**src/verilog/game_rom_pkg.sv**
```systemverilog
/*
 * Game ROM shared definitions
 * SDRAM region map, loader PROM boundary, slot identifiers and arbiter states
 */
package game_rom_pkg;

    // SDRAM regions, as halfword offsets
    localparam logic [21:0] MAIN_START = 22'h00000;
    localparam logic [21:0] SND_START  = 22'h08000;
    localparam logic [21:0] SCR_START  = 22'h09000;
    localparam logic [21:0] OBJ_START  = 22'h11000;
    // First halfword past the object graphics
    localparam logic [21:0] OBJ_END    = 22'h19000;

    // Colour PROMs, as a loader byte address
    localparam logic [24:0] PROM_START = 25'h32000;

    // ROM clients, highest priority first
    typedef enum logic [1:0] {
        SLOT_SCR  = 2'd0,
        SLOT_OBJ  = 2'd1,
        SLOT_SND  = 2'd2,
        SLOT_MAIN = 2'd3
    } slot_id_e;

    // Burst sequencing on the SDRAM read port
    typedef enum logic [1:0] {
        ARB_IDLE     = 2'd0,
        ARB_WAIT_ACK = 2'd1,
        ARB_WAIT_DST = 2'd2,
        ARB_WAIT_RDY = 2'd3
    } arb_state_e;

endpackage

```
**src/verilog/rom_dwnld.sv**
```systemverilog
/*
 * ROM download
 * Turns loader bytes into SDRAM byte writes or colour PROM strobes,
 * swizzles graphics addresses and captures the hardware variant flag
 */
module rom_dwnld
    import game_rom_pkg::*;
(
    input  logic        clk,
    input  logic        rst,
    input  logic        downloading,
    input  logic        ioctl_wr,
    input  logic        sdram_ack,
    input  logic [24:0] ioctl_addr,
    input  logic [7:0]  ioctl_dout,
    output logic [21:0] prog_addr,
    output logic [7:0]  prog_data,
    output logic [1:0]  prog_mask,
    output logic        prog_we,
    output logic        prom_we,
    output logic        is_hyper
);
    logic        wr_en;
    logic        is_prom;
    logic        is_scr;
    logic        is_obj;
    logic [21:0] hw_addr;
    logic [21:0] gfx_addr;

    assign wr_en   = downloading && ioctl_wr;
    assign hw_addr = ioctl_addr[22:1];
    assign is_prom = ioctl_addr >= PROM_START;
    assign is_scr  = (hw_addr >= SCR_START) && (hw_addr < OBJ_START);
    assign is_obj  = (hw_addr >= OBJ_START) && (hw_addr < OBJ_END);

    // Graphics interleave keeps a tile row in one burst
    always_comb begin
        gfx_addr = hw_addr;
        if (is_scr) begin
            gfx_addr[3:0] = {hw_addr[2:0], ~hw_addr[3]};
        end else if (is_obj) begin
            gfx_addr[4:0] = {hw_addr[2:0], ~hw_addr[4], ~hw_addr[3]};
        end
    end

    // Write payload
    always_ff @(posedge clk) begin
        if (wr_en) begin
            prog_data <= ioctl_dout;
            // Active low mask with even bytes in the upper lane
            prog_mask <= ioctl_addr[0] ? 2'b10 : 2'b01;
            if (is_prom) begin
                prog_addr <= 22'(ioctl_addr - PROM_START);
            end else begin
                prog_addr <= gfx_addr;
            end
        end
    end

    always_ff @(posedge clk) begin
        if (rst) begin
            prog_we  <= 1'b0;
            prom_we  <= 1'b0;
            is_hyper <= 1'b0;
        end else begin
            // PROM strobe is a single cycle
            prom_we <= wr_en && is_prom;

            // SDRAM write held until the controller takes it
            if (wr_en && !is_prom) begin
                prog_we <= 1'b1;
            end else if (sdram_ack) begin
                prog_we <= 1'b0;
            end

            // Second PROM byte tells the board variant apart
            if (wr_en && (ioctl_addr == PROM_START + 25'd1)) begin
                is_hyper <= &ioctl_dout;
            end
        end
    end

endmodule

```
**src/verilog/rom_slot.sv**
```systemverilog
/*
 * ROM client slot
 * One-line cache of a 32-bit SDRAM burst, answering hits in the same cycle
 * and requesting a fill from the arbiter on a miss
 */
module rom_slot #(
    parameter int ADDR_W = 14,
    parameter int DATA_W = 32
) (
    input  logic              clk,
    input  logic              rst,
    input  logic              cs,
    input  logic [ADDR_W-1:0] addr,
    output logic [DATA_W-1:0] data,
    output logic              ok,
    input  logic [21:0]       offset,
    output logic              fill_req,
    output logic [21:0]       fill_addr,
    input  logic              fill_we,
    input  logic              fill_hi,
    input  logic [15:0]       fill_data
);
    logic [ADDR_W-1:0] line;
    logic [ADDR_W-1:0] tag;
    logic [ADDR_W-1:0] req_line;
    logic              valid;
    logic              hit;
    logic              miss;
    logic [31:0]       line_buf;

    // Byte clients see four bytes per line
    assign line = (DATA_W == 32) ? addr : (addr >> 2);
    assign hit  = valid && (tag == line);
    assign miss = cs && !hit && !fill_req;
    assign ok   = cs && hit;

    // Two halfwords per line
    assign fill_addr = offset + 22'({req_line, 1'b0});

    generate
        if (DATA_W == 32) begin : g_word
            assign data = line_buf;
        end else begin : g_byte
            // Byte 0 is the low byte of the first halfword
            assign data = DATA_W'(line_buf >> {addr[1:0], 3'b000});
        end
    endgenerate

    always_ff @(posedge clk) begin
        if (rst) begin
            valid    <= 1'b0;
            fill_req <= 1'b0;
        end else begin
            // Line is torn once the first half lands
            if (fill_we && !fill_hi) begin
                valid <= 1'b0;
            end
            if (fill_we && fill_hi) begin
                valid    <= 1'b1;
                fill_req <= 1'b0;
            end else if (miss) begin
                fill_req <= 1'b1;
            end
        end
    end

    // Requested line is frozen so a moving address refetches later
    always_ff @(posedge clk) begin
        if (miss) begin
            req_line <= line;
        end
        if (fill_we && !fill_hi) begin
            line_buf[15:0] <= fill_data;
        end
        if (fill_we && fill_hi) begin
            line_buf[31:16] <= fill_data;
            tag             <= req_line;
        end
    end

endmodule

```
**src/verilog/rom_arbiter.sv**
```systemverilog
/*
 * ROM fetch arbiter
 * Serves slot fills by fixed priority, one two-halfword SDRAM burst at a time
 */
module rom_arbiter
    import game_rom_pkg::*;
(
    input  logic        clk,
    input  logic        rst,
    input  logic        downloading,
    input  logic [3:0]  req,
    input  logic [21:0] addr_scr,
    input  logic [21:0] addr_obj,
    input  logic [21:0] addr_snd,
    input  logic [21:0] addr_main,
    output logic [3:0]  we,
    output logic        hi,
    output logic [15:0] fill_data,
    output logic        sdram_req,
    output logic [21:0] sdram_addr,
    input  logic        sdram_ack,
    input  logic        data_dst,
    input  logic        data_rdy,
    input  logic [15:0] data_read
);
    arb_state_e  state;
    slot_id_e    sel;
    slot_id_e    next_sel;
    logic [21:0] next_addr;

    // Lowest slot id wins
    always_comb begin
        if (req[SLOT_SCR]) begin
            next_sel = SLOT_SCR;
        end else if (req[SLOT_OBJ]) begin
            next_sel = SLOT_OBJ;
        end else if (req[SLOT_SND]) begin
            next_sel = SLOT_SND;
        end else begin
            next_sel = SLOT_MAIN;
        end
    end

    always_comb begin
        case (next_sel)
            SLOT_SCR: next_addr = addr_scr;
            SLOT_OBJ: next_addr = addr_obj;
            SLOT_SND: next_addr = addr_snd;
            default:  next_addr = addr_main;
        endcase
    end

    always_ff @(posedge clk) begin
        if (rst) begin
            state     <= ARB_IDLE;
            sdram_req <= 1'b0;
        end else begin
            case (state)
                ARB_IDLE: begin
                    // Download owns the SDRAM while it runs
                    if (|req && !downloading) begin
                        sdram_req <= 1'b1;
                        state     <= ARB_WAIT_ACK;
                    end
                end
                ARB_WAIT_ACK: begin
                    if (sdram_ack) begin
                        sdram_req <= 1'b0;
                        state     <= ARB_WAIT_DST;
                    end
                end
                ARB_WAIT_DST: begin
                    if (data_dst) begin
                        state <= ARB_WAIT_RDY;
                    end
                end
                ARB_WAIT_RDY: begin
                    if (data_rdy) begin
                        state <= ARB_IDLE;
                    end
                end
            endcase
        end
    end

    // Grant latched while idle, held for the whole burst
    always_ff @(posedge clk) begin
        if (state == ARB_IDLE) begin
            sel        <= next_sel;
            sdram_addr <= next_addr;
        end
    end

    // Halfword steering to the granted slot
    assign fill_data = data_read;
    assign hi        = (state == ARB_WAIT_RDY);

    always_comb begin
        we = '0;
        if ((state == ARB_WAIT_DST && data_dst) || (state == ARB_WAIT_RDY && data_rdy)) begin
            we[sel] = 1'b1;
        end
    end

endmodule

```
**src/verilog/game_rom.sv**
```systemverilog
/*
 * Game ROM subsystem
 * Loader download into SDRAM and colour PROMs, plus four cached ROM
 * clients sharing one SDRAM read port
 */
module game_rom
    import game_rom_pkg::*;
(
    input  logic        clk,
    input  logic        rst,
    // Loader
    input  logic        downloading,
    input  logic        ioctl_wr,
    input  logic [24:0] ioctl_addr,
    input  logic [7:0]  ioctl_dout,
    output logic [21:0] prog_addr,
    output logic [7:0]  prog_data,
    output logic [1:0]  prog_mask,
    output logic        prog_we,
    output logic        prom_we,
    output logic        is_hyper,
    output logic        dwnld_busy,
    // ROM clients
    input  logic        scr_cs,
    input  logic [13:0] scr_addr,
    output logic [31:0] scr_data,
    output logic        scr_ok,
    input  logic        obj_cs,
    input  logic [13:0] obj_addr,
    output logic [31:0] obj_data,
    output logic        obj_ok,
    input  logic        snd_cs,
    input  logic [12:0] snd_addr,
    output logic [7:0]  snd_data,
    output logic        snd_ok,
    input  logic        main_cs,
    input  logic [15:0] main_addr,
    output logic [7:0]  main_data,
    output logic        main_ok,
    // SDRAM read port
    output logic        sdram_req,
    output logic [21:0] sdram_addr,
    input  logic        sdram_ack,
    input  logic        data_dst,
    input  logic        data_rdy,
    input  logic [15:0] data_read
);
    logic [3:0]  fill_req;
    logic [3:0]  fill_we;
    logic        fill_hi;
    logic [15:0] fill_data;
    logic [21:0] scr_fill_addr;
    logic [21:0] obj_fill_addr;
    logic [21:0] snd_fill_addr;
    logic [21:0] main_fill_addr;

    assign dwnld_busy = downloading;

    rom_dwnld u_dwnld (
        .clk        (clk),          .rst        (rst),
        .downloading(downloading),  .ioctl_wr   (ioctl_wr),
        .sdram_ack  (sdram_ack),    .ioctl_addr (ioctl_addr),
        .ioctl_dout (ioctl_dout),   .prog_addr  (prog_addr),
        .prog_data  (prog_data),    .prog_mask  (prog_mask),
        .prog_we    (prog_we),      .prom_we    (prom_we),
        .is_hyper   (is_hyper)
    );

    rom_slot #(.ADDR_W(14), .DATA_W(32)) u_scr (
        .clk      (clk),                 .rst      (rst),
        .cs       (scr_cs),              .addr     (scr_addr),
        .data     (scr_data),            .ok       (scr_ok),
        .offset   (SCR_START),           .fill_req (fill_req[SLOT_SCR]),
        .fill_addr(scr_fill_addr),       .fill_we  (fill_we[SLOT_SCR]),
        .fill_hi  (fill_hi),             .fill_data(fill_data)
    );

    rom_slot #(.ADDR_W(14), .DATA_W(32)) u_obj (
        .clk      (clk),                 .rst      (rst),
        .cs       (obj_cs),              .addr     (obj_addr),
        .data     (obj_data),            .ok       (obj_ok),
        .offset   (OBJ_START),           .fill_req (fill_req[SLOT_OBJ]),
        .fill_addr(obj_fill_addr),       .fill_we  (fill_we[SLOT_OBJ]),
        .fill_hi  (fill_hi),             .fill_data(fill_data)
    );

    // Sound CPU
    rom_slot #(.ADDR_W(13), .DATA_W(8)) u_snd (
        .clk      (clk),                 .rst      (rst),
        .cs       (snd_cs),              .addr     (snd_addr),
        .data     (snd_data),            .ok       (snd_ok),
        .offset   (SND_START),           .fill_req (fill_req[SLOT_SND]),
        .fill_addr(snd_fill_addr),       .fill_we  (fill_we[SLOT_SND]),
        .fill_hi  (fill_hi),             .fill_data(fill_data)
    );

    // Main CPU
    rom_slot #(.ADDR_W(16), .DATA_W(8)) u_main (
        .clk      (clk),                 .rst      (rst),
        .cs       (main_cs),             .addr     (main_addr),
        .data     (main_data),           .ok       (main_ok),
        .offset   (MAIN_START),          .fill_req (fill_req[SLOT_MAIN]),
        .fill_addr(main_fill_addr),      .fill_we  (fill_we[SLOT_MAIN]),
        .fill_hi  (fill_hi),             .fill_data(fill_data)
    );

    rom_arbiter u_arbiter (
        .clk        (clk),              .rst        (rst),
        .downloading(downloading),      .req        (fill_req),
        .addr_scr   (scr_fill_addr),    .addr_obj   (obj_fill_addr),
        .addr_snd   (snd_fill_addr),    .addr_main  (main_fill_addr),
        .we         (fill_we),          .hi         (fill_hi),
        .fill_data  (fill_data),        .sdram_req  (sdram_req),
        .sdram_addr (sdram_addr),       .sdram_ack  (sdram_ack),
        .data_dst   (data_dst),         .data_rdy   (data_rdy),
        .data_read  (data_read)
    );

endmodule

```
**config.mk**
```make
export PLATFORM = sky130hd
export DESIGN_NAME = game_rom
export DESIGN_NICKNAME = d
export VERILOG_FILES = /design/src/verilog/game_rom_pkg.sv /design/src/verilog/rom_dwnld.sv /design/src/verilog/rom_slot.sv /design/src/verilog/rom_arbiter.sv /design/src/verilog/game_rom.sv
export SDC_FILE = /design/constraint.sdc
export NUM_CORES = 1
export LEC_CHECK = 0
export BUFFER_PORTS_ARGS = -buffer_cell sky130_fd_sc_hd__buf_2
export CELL_PAD_IN_SITES_DETAIL_PLACEMENT = 1
export CELL_PAD_IN_SITES_GLOBAL_PLACEMENT = 1
export CORE_ASPECT_RATIO = 1.75
export CORE_UTILIZATION = 40
export CTS_CLUSTER_SIZE = 14
export DETAILED_ROUTE_END_ITERATION = 16
export PLACE_DENSITY = 0.77
export SLEW_MARGIN = 30
export SYNTH_ARGS = -nofsm -noshare
export SYNTH_HDL_FRONTEND = slang
export SYNTH_SLANG_ARGS = --single-unit
```
**constraint.sdc**
```tcl
create_clock -name clk -period 3.95 [get_ports clk]
set_clock_uncertainty 0.15 [all_clocks]
set_input_delay 0.5925 -clock clk [delete_from_list [all_inputs] [get_ports clk]]
set_output_delay 0.5925 -clock clk [all_outputs]
set_load 0.02 [all_outputs]
```
==> run summary, run 1 <==
The data arrival at the endpoint of the critical path came out at roughly 2.2 ns. The type of element launching the critical path is a flop. The run finished with clean final reports. The clock buffer count from CTS is 27. The height of the die is 223.8 µm. The total negative setup slack came out at 0 ns. The number of flip-flops and latches in the synthesized netlist came out at 298. Tracing the worst setup path back leads to its startpoint at u_scr.tag[0]. The path class of the tightest hold or removal check is in2reg. The number of warnings printed during yosys synthesis is 0. The combinational family with the most area after synthesis is simple AND/OR/NAND/NOR gates. The final cycle utilization of the critical path is 74.42%.

Of the total power, the share spent switching nets is 24.74%. For this block, the initial DRC count from the detailed router was around 270. The number of standard cells after synthesis came out at between 600 and 700. The required time at the worst-slack endpoint came out at around 3.2 ns. Summed over all nets, the switching power comes to 1.806 mW. The cell with the largest stage delay on the worst path is sky130_fd_sc_hd__or4_1. The detailed router placed between 6000 and 7000 vias in this run. The worst-case headroom to the max-slew limit is between 30% and 40%.

The full die area is 0.02881 mm². The maximum number of pins on one net before global-route repair came out at 24. The clock sink total is 298.

The post-synthesis xor/xnor area fraction is roughly 4.6%. The total power density per cell area is ~520 mW/mm². The worst path buffer plus inverter count came out at 1. The cell area after synthesis came out at between 0.01 and 0.015 mm².

After synthesis, the largest area contributor takes up ~76% of total cell area. The remaining global-route overflow is 0. The count of buffers added by post-CTS timing repair for setup is 0. The adder-cell area share of the yosys netlist is 1.113%.

The cell-internal power came out at ~5.5 mW. The depth of the CTS H-tree is 1. The first-pass GRT wire length came out at ~41000 µm.

The clock tree from TritonCTS is yes. After detailed routing, the number of vias per cell comes to between 5 and 6. The most common cell after layout, fill and taps aside is sky130_fd_sc_hd__edfxtp_1. The initial antenna violation count is 4. The smallest hold slack is just under 0.08 ns.

The I/O pin count came out at 260. In this run the number of cells on the critical path is 5. The deepest clock path buffer count is 3. The core utilization of the finished layout is approximately 50%.

Leaving out fill and tap cells, the most frequent cells in the layout are sky130_fd_sc_hd__edfxtp_1, sky130_fd_sc_hd__buf_2, sky130_fd_sc_hd__xnor2_1, sky130_fd_sc_hd__nor2_1, sky130_fd_sc_hd__clkbuf_16. The latest clock arrival within the worst-skew pair is around 0.56 ns. The longest individual stage delay on the worst path is 0.52 ns.

Across the VDD grid, the largest voltage drop is between 0.4 and 0.5 mV. The count of pins over their slew limit came to 0. Measured along the x axis, the die boundary spans roughly 130 µm. In this run, post-CTS hold repair placed 0 buffers. The dominant delay contributor by cell family on the critical path is simple AND/OR/NAND/NOR gates. The net count of the finished layout is just over 1000. The minimum clock period after layout is approximately 2.9 ns.

By area the synthesized netlist is led by sky130_fd_sc_hd__edfxtp_1, sky130_fd_sc_hd__xnor2_1, sky130_fd_sc_hd__mux4_2. For this run, the top clock speed supported by timing is 340.2 MHz. The critical path goes through xnor2_1 > nand4_1 > or4_1 > nor2_1 > buf_2.

The tool flagged a number of max-cap violations equal to 0. Prior to clock tree synthesis, the placed netlist has a worst setup slack of 1.036 ns. The final number of hold-violating endpoints came out at 0. The routability congestion estimate is 0.8393.

For this run, the leading register cell type out of synthesis is sky130_fd_sc_hd__edfxtp_1. For the pin with the worst max-slew slack, the measured transition is between 0.9 and 1 ns. The share of total power dissipated in the clock network is 36.2%. The depth of the most critical reg-to-reg path came out at 5.

The synthesized netlist devotes between 4 and 5% of its cell area to compound gates. The clock-pin transition on the worst setup and hold timing paths is about 0.070 ns. Relative to the synthesized area, the layout overhead comes to 23.90%. The post-synthesis area per instance is around 18 µm². The core box area came out at approximately 0.027 mm².

Of all nets on the critical path, the largest fanout is 3. After detailed routing, the number of remaining DRC violations is 0. The launch instance of the worst min-delay path is ioctl_dout[7]. The initial core utilization came out at between 40 and 50%. The number of enable-type register cells in the synthesized netlist is about 280. The beginning of the worst register-to-register path is u_arbiter.state[1]. The portion of netlist area occupied by mux cells came out at between 4 and 5%.

In this run the clock root is driven by a sky130_fd_sc_hd__clkbuf_16. The number of endpoints failing setup at the final stage is 0. The cell count of the worst hold path is 1. The leakage power total is 5.023 nW. The synthesized design spends more area on one cell type than any other, namely sky130_fd_sc_hd__edfxtp_1. The number of placement rows came out at 80. The overall routed net length came out at roughly 28000 µm.

The number of buffer cells added on primary ports is around 250. The simple-gate area share of the yosys netlist is about 5.3%. The type of element capturing the critical path is an output pin. Sequential cells account for between 50% and 60% of the total power. In this run the register-to-register setup slack is roughly 1.4 ns. In this run the remaining antenna-violating nets after routing total 0. Setup repair after global routing left no endpoint under its margin.

The worst setup slack after layout is 1.010 ns. The via count of the first global-routing pass is approximately 7000. The share of post-route cells with drive strength above 1 came out at around 36%.

In the synthesized netlist the async set-or-reset flop fraction comes to 0%. The routed length per instance is between 20 and 25 µm. The length of the first detailed-routing pass in iterations is 6.

The final cell count without fillers came out at 1300. The wire-length estimate of the detail-placed layout is 21260 µm. The worst setup path is of the reg2out kind. The cell count after placement is ~1200.

The combinational cell fraction of total power is 11.6%. The combined global-route utilization of all metal layers is between 10% and 20%. The sequential-to-total area share from yosys stat came out at between 70 and 80%. The number of distinct library cells after synthesis came out at 52.

The number of cells upsized or downsized after cts is 0.
## worst paths after layout
kind / end
worst min-delay path: u_dwnld.prog_data[7]
worst max register to register: u_scr.data[22]
worst min register to register: u_snd.tag[0]
worst max-delay path: scr_ok
## routing by layer
| layer | wire, µm | share of wire, % | GRT usage (%) | vias to the layer above |
|---|---|---|---|---|
| met2 | 16350 | 58 | 39.11 | 209 |
| li1 | - | - | - | 2989 |
| met4 | 1183 | 4.2 | 9.488 | 2 |
| met5 | 8 | 0.028 | 0 | - |
| met1 | 9365 | 33 | 19.32 | 3296 |
| met3 | 1391 | 4.9 | 3.248 | 55 |
## state kept, by name, indices dropped and copies added (netlist names), 2 cells and up
| name | flops |
|---|---|
| u_scr.req_line | 14 |
| u_obj.req_line | 14 |
| u_snd.line_buf | 32 |
| u_main.tag | 14 |
| u_scr.data | 32 |
| u_snd.req_line | 11 |
| u_snd.tag | 11 |
| u_main.line_buf | 32 |
| u_main.req_line | 14 |
| u_dwnld.prog_data | 8 |
| u_arbiter.sdram_addr | 16 |
| u_scr.tag | 14 |
| u_arbiter.sel | 2 |
| u_dwnld.prog_mask | 2 |
| u_obj.tag | 14 |
| u_arbiter.state | 2 |
| u_dwnld.prog_addr | 22 |
| u_obj.data | 32 |
## stage by stage
stage | power, mW | instance area, µm²
final | 7.300 | 13930
after global routing | 7.547 | 13930
after CTS | 7.381 | 13920
after detailed placement | 4.732 | 13040
after global placement | 4.701 | 13020
after floorplan | 4.328 | 11260
## cells in the mapped netlist, drive strengths merged (8+ instances only)
cell / count
edfxtp: 284
xnor2: 56
nor2: 32
a21oi: 25
o22ai: 22
inv: 19
nand4: 17
mux4: 16
nand2: 15
dfxtp: 14
o21ai: 12
clkbuf: 11
buf: 10
ha: 10
mux2: 9
nor3: 8
## final cells by class
| class | instances | area (µm²) |
|---|---|---|
| Tap cell | 369 | 461.7 |
| Fill cell | 2790 | 13490 |
| Timing Repair Buffer | 269 | 1406 |
| Clock buffer | 41 | 748.2 |
| Multi-Input combinational cell | 292 | 2295 |
| Clock inverter | 9 | 133.9 |
| Sequential cell | 298 | 8808 |
| Antenna cell | 3 | 7.507 |
| Inverter | 19 | 71.32 |
## power by group through the flow
stage          combinational [mW]  clock, mW  sequential [mW]
2_1_floorplan               0.321          0             4.01
3_3_place_gp                0.834          0             3.87
4_1_cts                     0.864       2.71             3.81
3_5_place_dp                0.859          0             3.87
6_report                    0.850       2.64             3.81
5_1_grt                     0.921       2.80             3.83
## cells by family after synthesis
group,after synthesis
buffers and inverters,40
AO/OA/AOI/OAI,77
flip-flops,298
XOR/XNOR,59
multiplexers,31
AND/OR/NAND/NOR,109
adder cells (fa/ha/maj),10
other,1
Power figures use the tool's default switching activity.
==> run 2: changes to the inputs <==
--- a/config.mk
+++ b/config.mk
@@ -9,10 +9,10 @@
 export CELL_PAD_IN_SITES_DETAIL_PLACEMENT = 1
 export CELL_PAD_IN_SITES_GLOBAL_PLACEMENT = 1
 export CORE_ASPECT_RATIO = 1.75
-export CORE_UTILIZATION = 40
+export CORE_UTILIZATION = 45
 export CTS_CLUSTER_SIZE = 14
 export DETAILED_ROUTE_END_ITERATION = 16
-export PLACE_DENSITY = 0.77
+export PLACE_DENSITY = 0.82
 export SLEW_MARGIN = 30
 export SYNTH_ARGS = -nofsm -noshare
 export SYNTH_HDL_FRONTEND = slang
==> constraint.sdc (replaced) <==
create_clock -name clk -period 2.9 [get_ports clk]
set_clock_uncertainty 0.15 [all_clocks]
set_input_delay 0.435 -clock clk [delete_from_list [all_inputs] [get_ports clk]]
set_output_delay 0.435 -clock clk [all_outputs]
set_load 0.02 [all_outputs]
==> run summary, run 2 (same netlist as run 1, synthesis figures left out) <==
The full die area is 0.02565 mm² (was 0.02881 mm²). The final number of hold-violating endpoints was 0 (unchanged). The synthesis-to-layout area growth is 28.82% (was 23.90%). The number of placement rows came out at 76 (was 80). The routed length per instance is 24.22 µm (was 21.77 µm). The clock-pin transition on the worst setup and hold timing paths is 0.06 ns (was 0.07 ns).

The latest clock arrival within the worst-skew pair came out at 0.56 ns (about the same). The leakage power total is 5.292 nW (was 5.023 nW). The combined global-route utilization of all metal layers was 24.91% (was 19.81%). The number of max-cap violations is 0 (unchanged). The via count of the first global-routing pass is 7568 (was 7020). The x dimension of the die is 121.5 µm (was 128.7 µm). The first-pass GRT wire length came out at 46160 µm (was 41410 µm).

The initial core utilization is 45.83% (was 41.00%). The overall routed net length was 31510 µm (was 28300 µm). The routed via count came out at 6909 (was 6551). The number of DRC markers after the initial detailed-route iteration is 315 (was 272).

The total power density per cell area came out at 676.2 mW/mm² (was 524.0 mW/mm²). The clock sink total came out at 298 (unchanged). Run status: finished, final reports clean (unchanged). The deepest clock path buffer count came out at 3 (unchanged). The initial antenna violation count came out at 1 (was 4). The actual slew at the worst max-slew pin is 0.7851 ns (was 0.9676 ns). The per-cell via count in the routed design is 5.311 (was 5.039). The maximum number of pins on one net before global-route repair was 33 (was 24). The clock buffer count from CTS came out at 27 (unchanged). The height of the die is 211.1 µm (was 223.8 µm). The cell chosen for the clock root is sky130_fd_sc_hd__clkbuf_16 (unchanged). The kind of critical path is in2out (was reg2out). Most used cells in the layout excluding fill and tap cells: sky130_fd_sc_hd__edfxtp_1, sky130_fd_sc_hd__buf_2, sky130_fd_sc_hd__dlygate4sd3_1, sky130_fd_sc_hd__xnor2_1, sky130_fd_sc_hd__nor2_1 (was sky130_fd_sc_hd__edfxtp_1, sky130_fd_sc_hd__buf_2, sky130_fd_sc_hd__xnor2_1, sky130_fd_sc_hd__nor2_1, sky130_fd_sc_hd__clkbuf_16).

The clock tree from TritonCTS is yes (unchanged). The pre-CTS worst setup slack came out at 0.3353 ns (was 1.036 ns). The worst-case headroom to the max-slew limit is 47.66% (was 35.25%). The core box area came out at 0.02453 mm² (was 0.02743 mm²). The total half-perimeter wirelength after legalization and detailed placement is 21080 µm (was 21260 µm).

The type of element capturing the critical path is an output pin (unchanged). The count of buffers added by post-CTS timing repair for setup is 0 (unchanged). The smallest hold slack came out at 0.02210 ns (was 0.07945 ns). The number of endpoints failing setup at the final stage came to 0 (unchanged). The depth of the CTS H-tree came out at 1 (unchanged).

The largest fanout on the critical path came out at 3 (unchanged). The final cycle utilization of the critical path is 98.77%. The share of post-route cells with drive strength above 1 was 35.32% (was 36.42%). The remaining global-route overflow is 0 (unchanged). The routability congestion estimate was 0.8296 (was 0.8393).

The length of the first detailed-routing pass in iterations came out at 4 (was 6). The DRC violation count after routing came out at 0 (unchanged). The maximum resistive drop on vdd came out at 0.5767 mV (was 0.4198 mV).

The worst setup slack after layout is 0.03564 ns (was 1.010 ns). The total placed instance area is 0.01300 mm² (was 0.01304 mm²). The most common cell after layout, fill and taps aside is sky130_fd_sc_hd__edfxtp_1 (unchanged). The highest attainable clock frequency came out at roughly 350 MHz. The I/O pin count was 260 (unchanged). The post-route standard cell area excluding fillers is 0.01449 mm² (was 0.01393 mm²). The type of element launching the critical path is an input pin (was flop). The number of buffer cells added on primary ports was 253 (unchanged). The class of the worst hold path is in2reg (unchanged). The count of pins over their slew limit is 0 (unchanged). The data arrival at the endpoint of the critical path came out at 2.28 ns (was 2.20 ns). The remaining antenna violation count is 0 (unchanged). The worst path in the final design needs a cycle of around 2.9 ns, including I/O delays and setup.

The required time at the worst-slack endpoint is 2.32 ns (was 3.21 ns). The net total in the final layout was 1101 (was 1034).
-- run 2: changes by cell type in the layout (fill, tap and decap cells not counted), sizes merged, moves of 2 or more --
cell / before / now
diode: 3 / 1
dlygate4sd3: 0 / 64
bufinv: 3 / 1
buf: 269 / 272
clkbuf: 41 / 30
clkinv: 5 / 10
-- run 2: where the power goes --
part           total [mW]  internal [mW]  switching [mW]
Sequential           5.22           5.06           0.155
Clock                3.32           1.78            1.54
Combinational        1.26          0.431           0.829
-- run 2: cell type report --
type / count / area [µm²]
Antenna cell: 1 / 2.502
Inverter: 19 / 71.32
Clock buffer: 30 / 686.9
Fill cell: 2329 / 10050
Timing Repair Buffer: 336 / 2067
Sequential cell: 298 / 8808
Clock inverter: 13 / 91.34
Multi-Input combinational cell: 292 / 2367
Tap cell: 312 / 390.4
-- run 2: worst max-delay path, stage by stage --
cell and delay (ns):
sky130_fd_sc_hd__dlygate4sd3_1 0.55, sky130_fd_sc_hd__buf_2 0.15, sky130_fd_sc_hd__xnor2_2 0.17, sky130_fd_sc_hd__nand3_1 0.12, sky130_fd_sc_hd__or4_4 0.58, sky130_fd_sc_hd__nor2_1 0.13
sky130_fd_sc_hd__buf_4 0.15
-- run 2: per-stage QoR --
stage          std cells  setup TNS (ns)  utilization, %  power [mW]
4_1_cts             1300               0           58.76       9.813
3_5_place_dp        1193               0           52.98       6.457
2_1_floorplan        630               0               -       5.897
6_report            1301               0           59.04       9.795
5_1_grt             1301        -0.03754           59.04       10.08
3_3_place_gp        1193               0           52.97       6.415
-- run 2: layer usage --
layer,share of wire (%),global-route usage (%)
met1,34,25.99
met4,3.8,12.47
met5,0,0
met2,58,47.84
met3,4.1,2.943
-- run 2: worst paths after layout --
| path | from | to | slack, ns | cells past startpoint |
|---|---|---|---|---|
| setup reg to reg | u_scr.tag[6] | u_scr.req_line[13] | 0.55 | 4 |
| hold reg to reg | u_snd.req_line[9] | u_snd.tag[9] | 0.31 | 0 |
| setup / recovery | scr_addr[11] | scr_ok | 0.04 | 7 |
| hold / removal | data_read[14] | u_snd.line_buf[30] | 0.02 | 1 |
-- run 2: timing repair --
item / CTS / global route
hold buffers: 64 / 0
hold endpoints to repair: 71 / 0
gates resized for setup: 0 / 13
setup endpoints to repair: 0 / 3
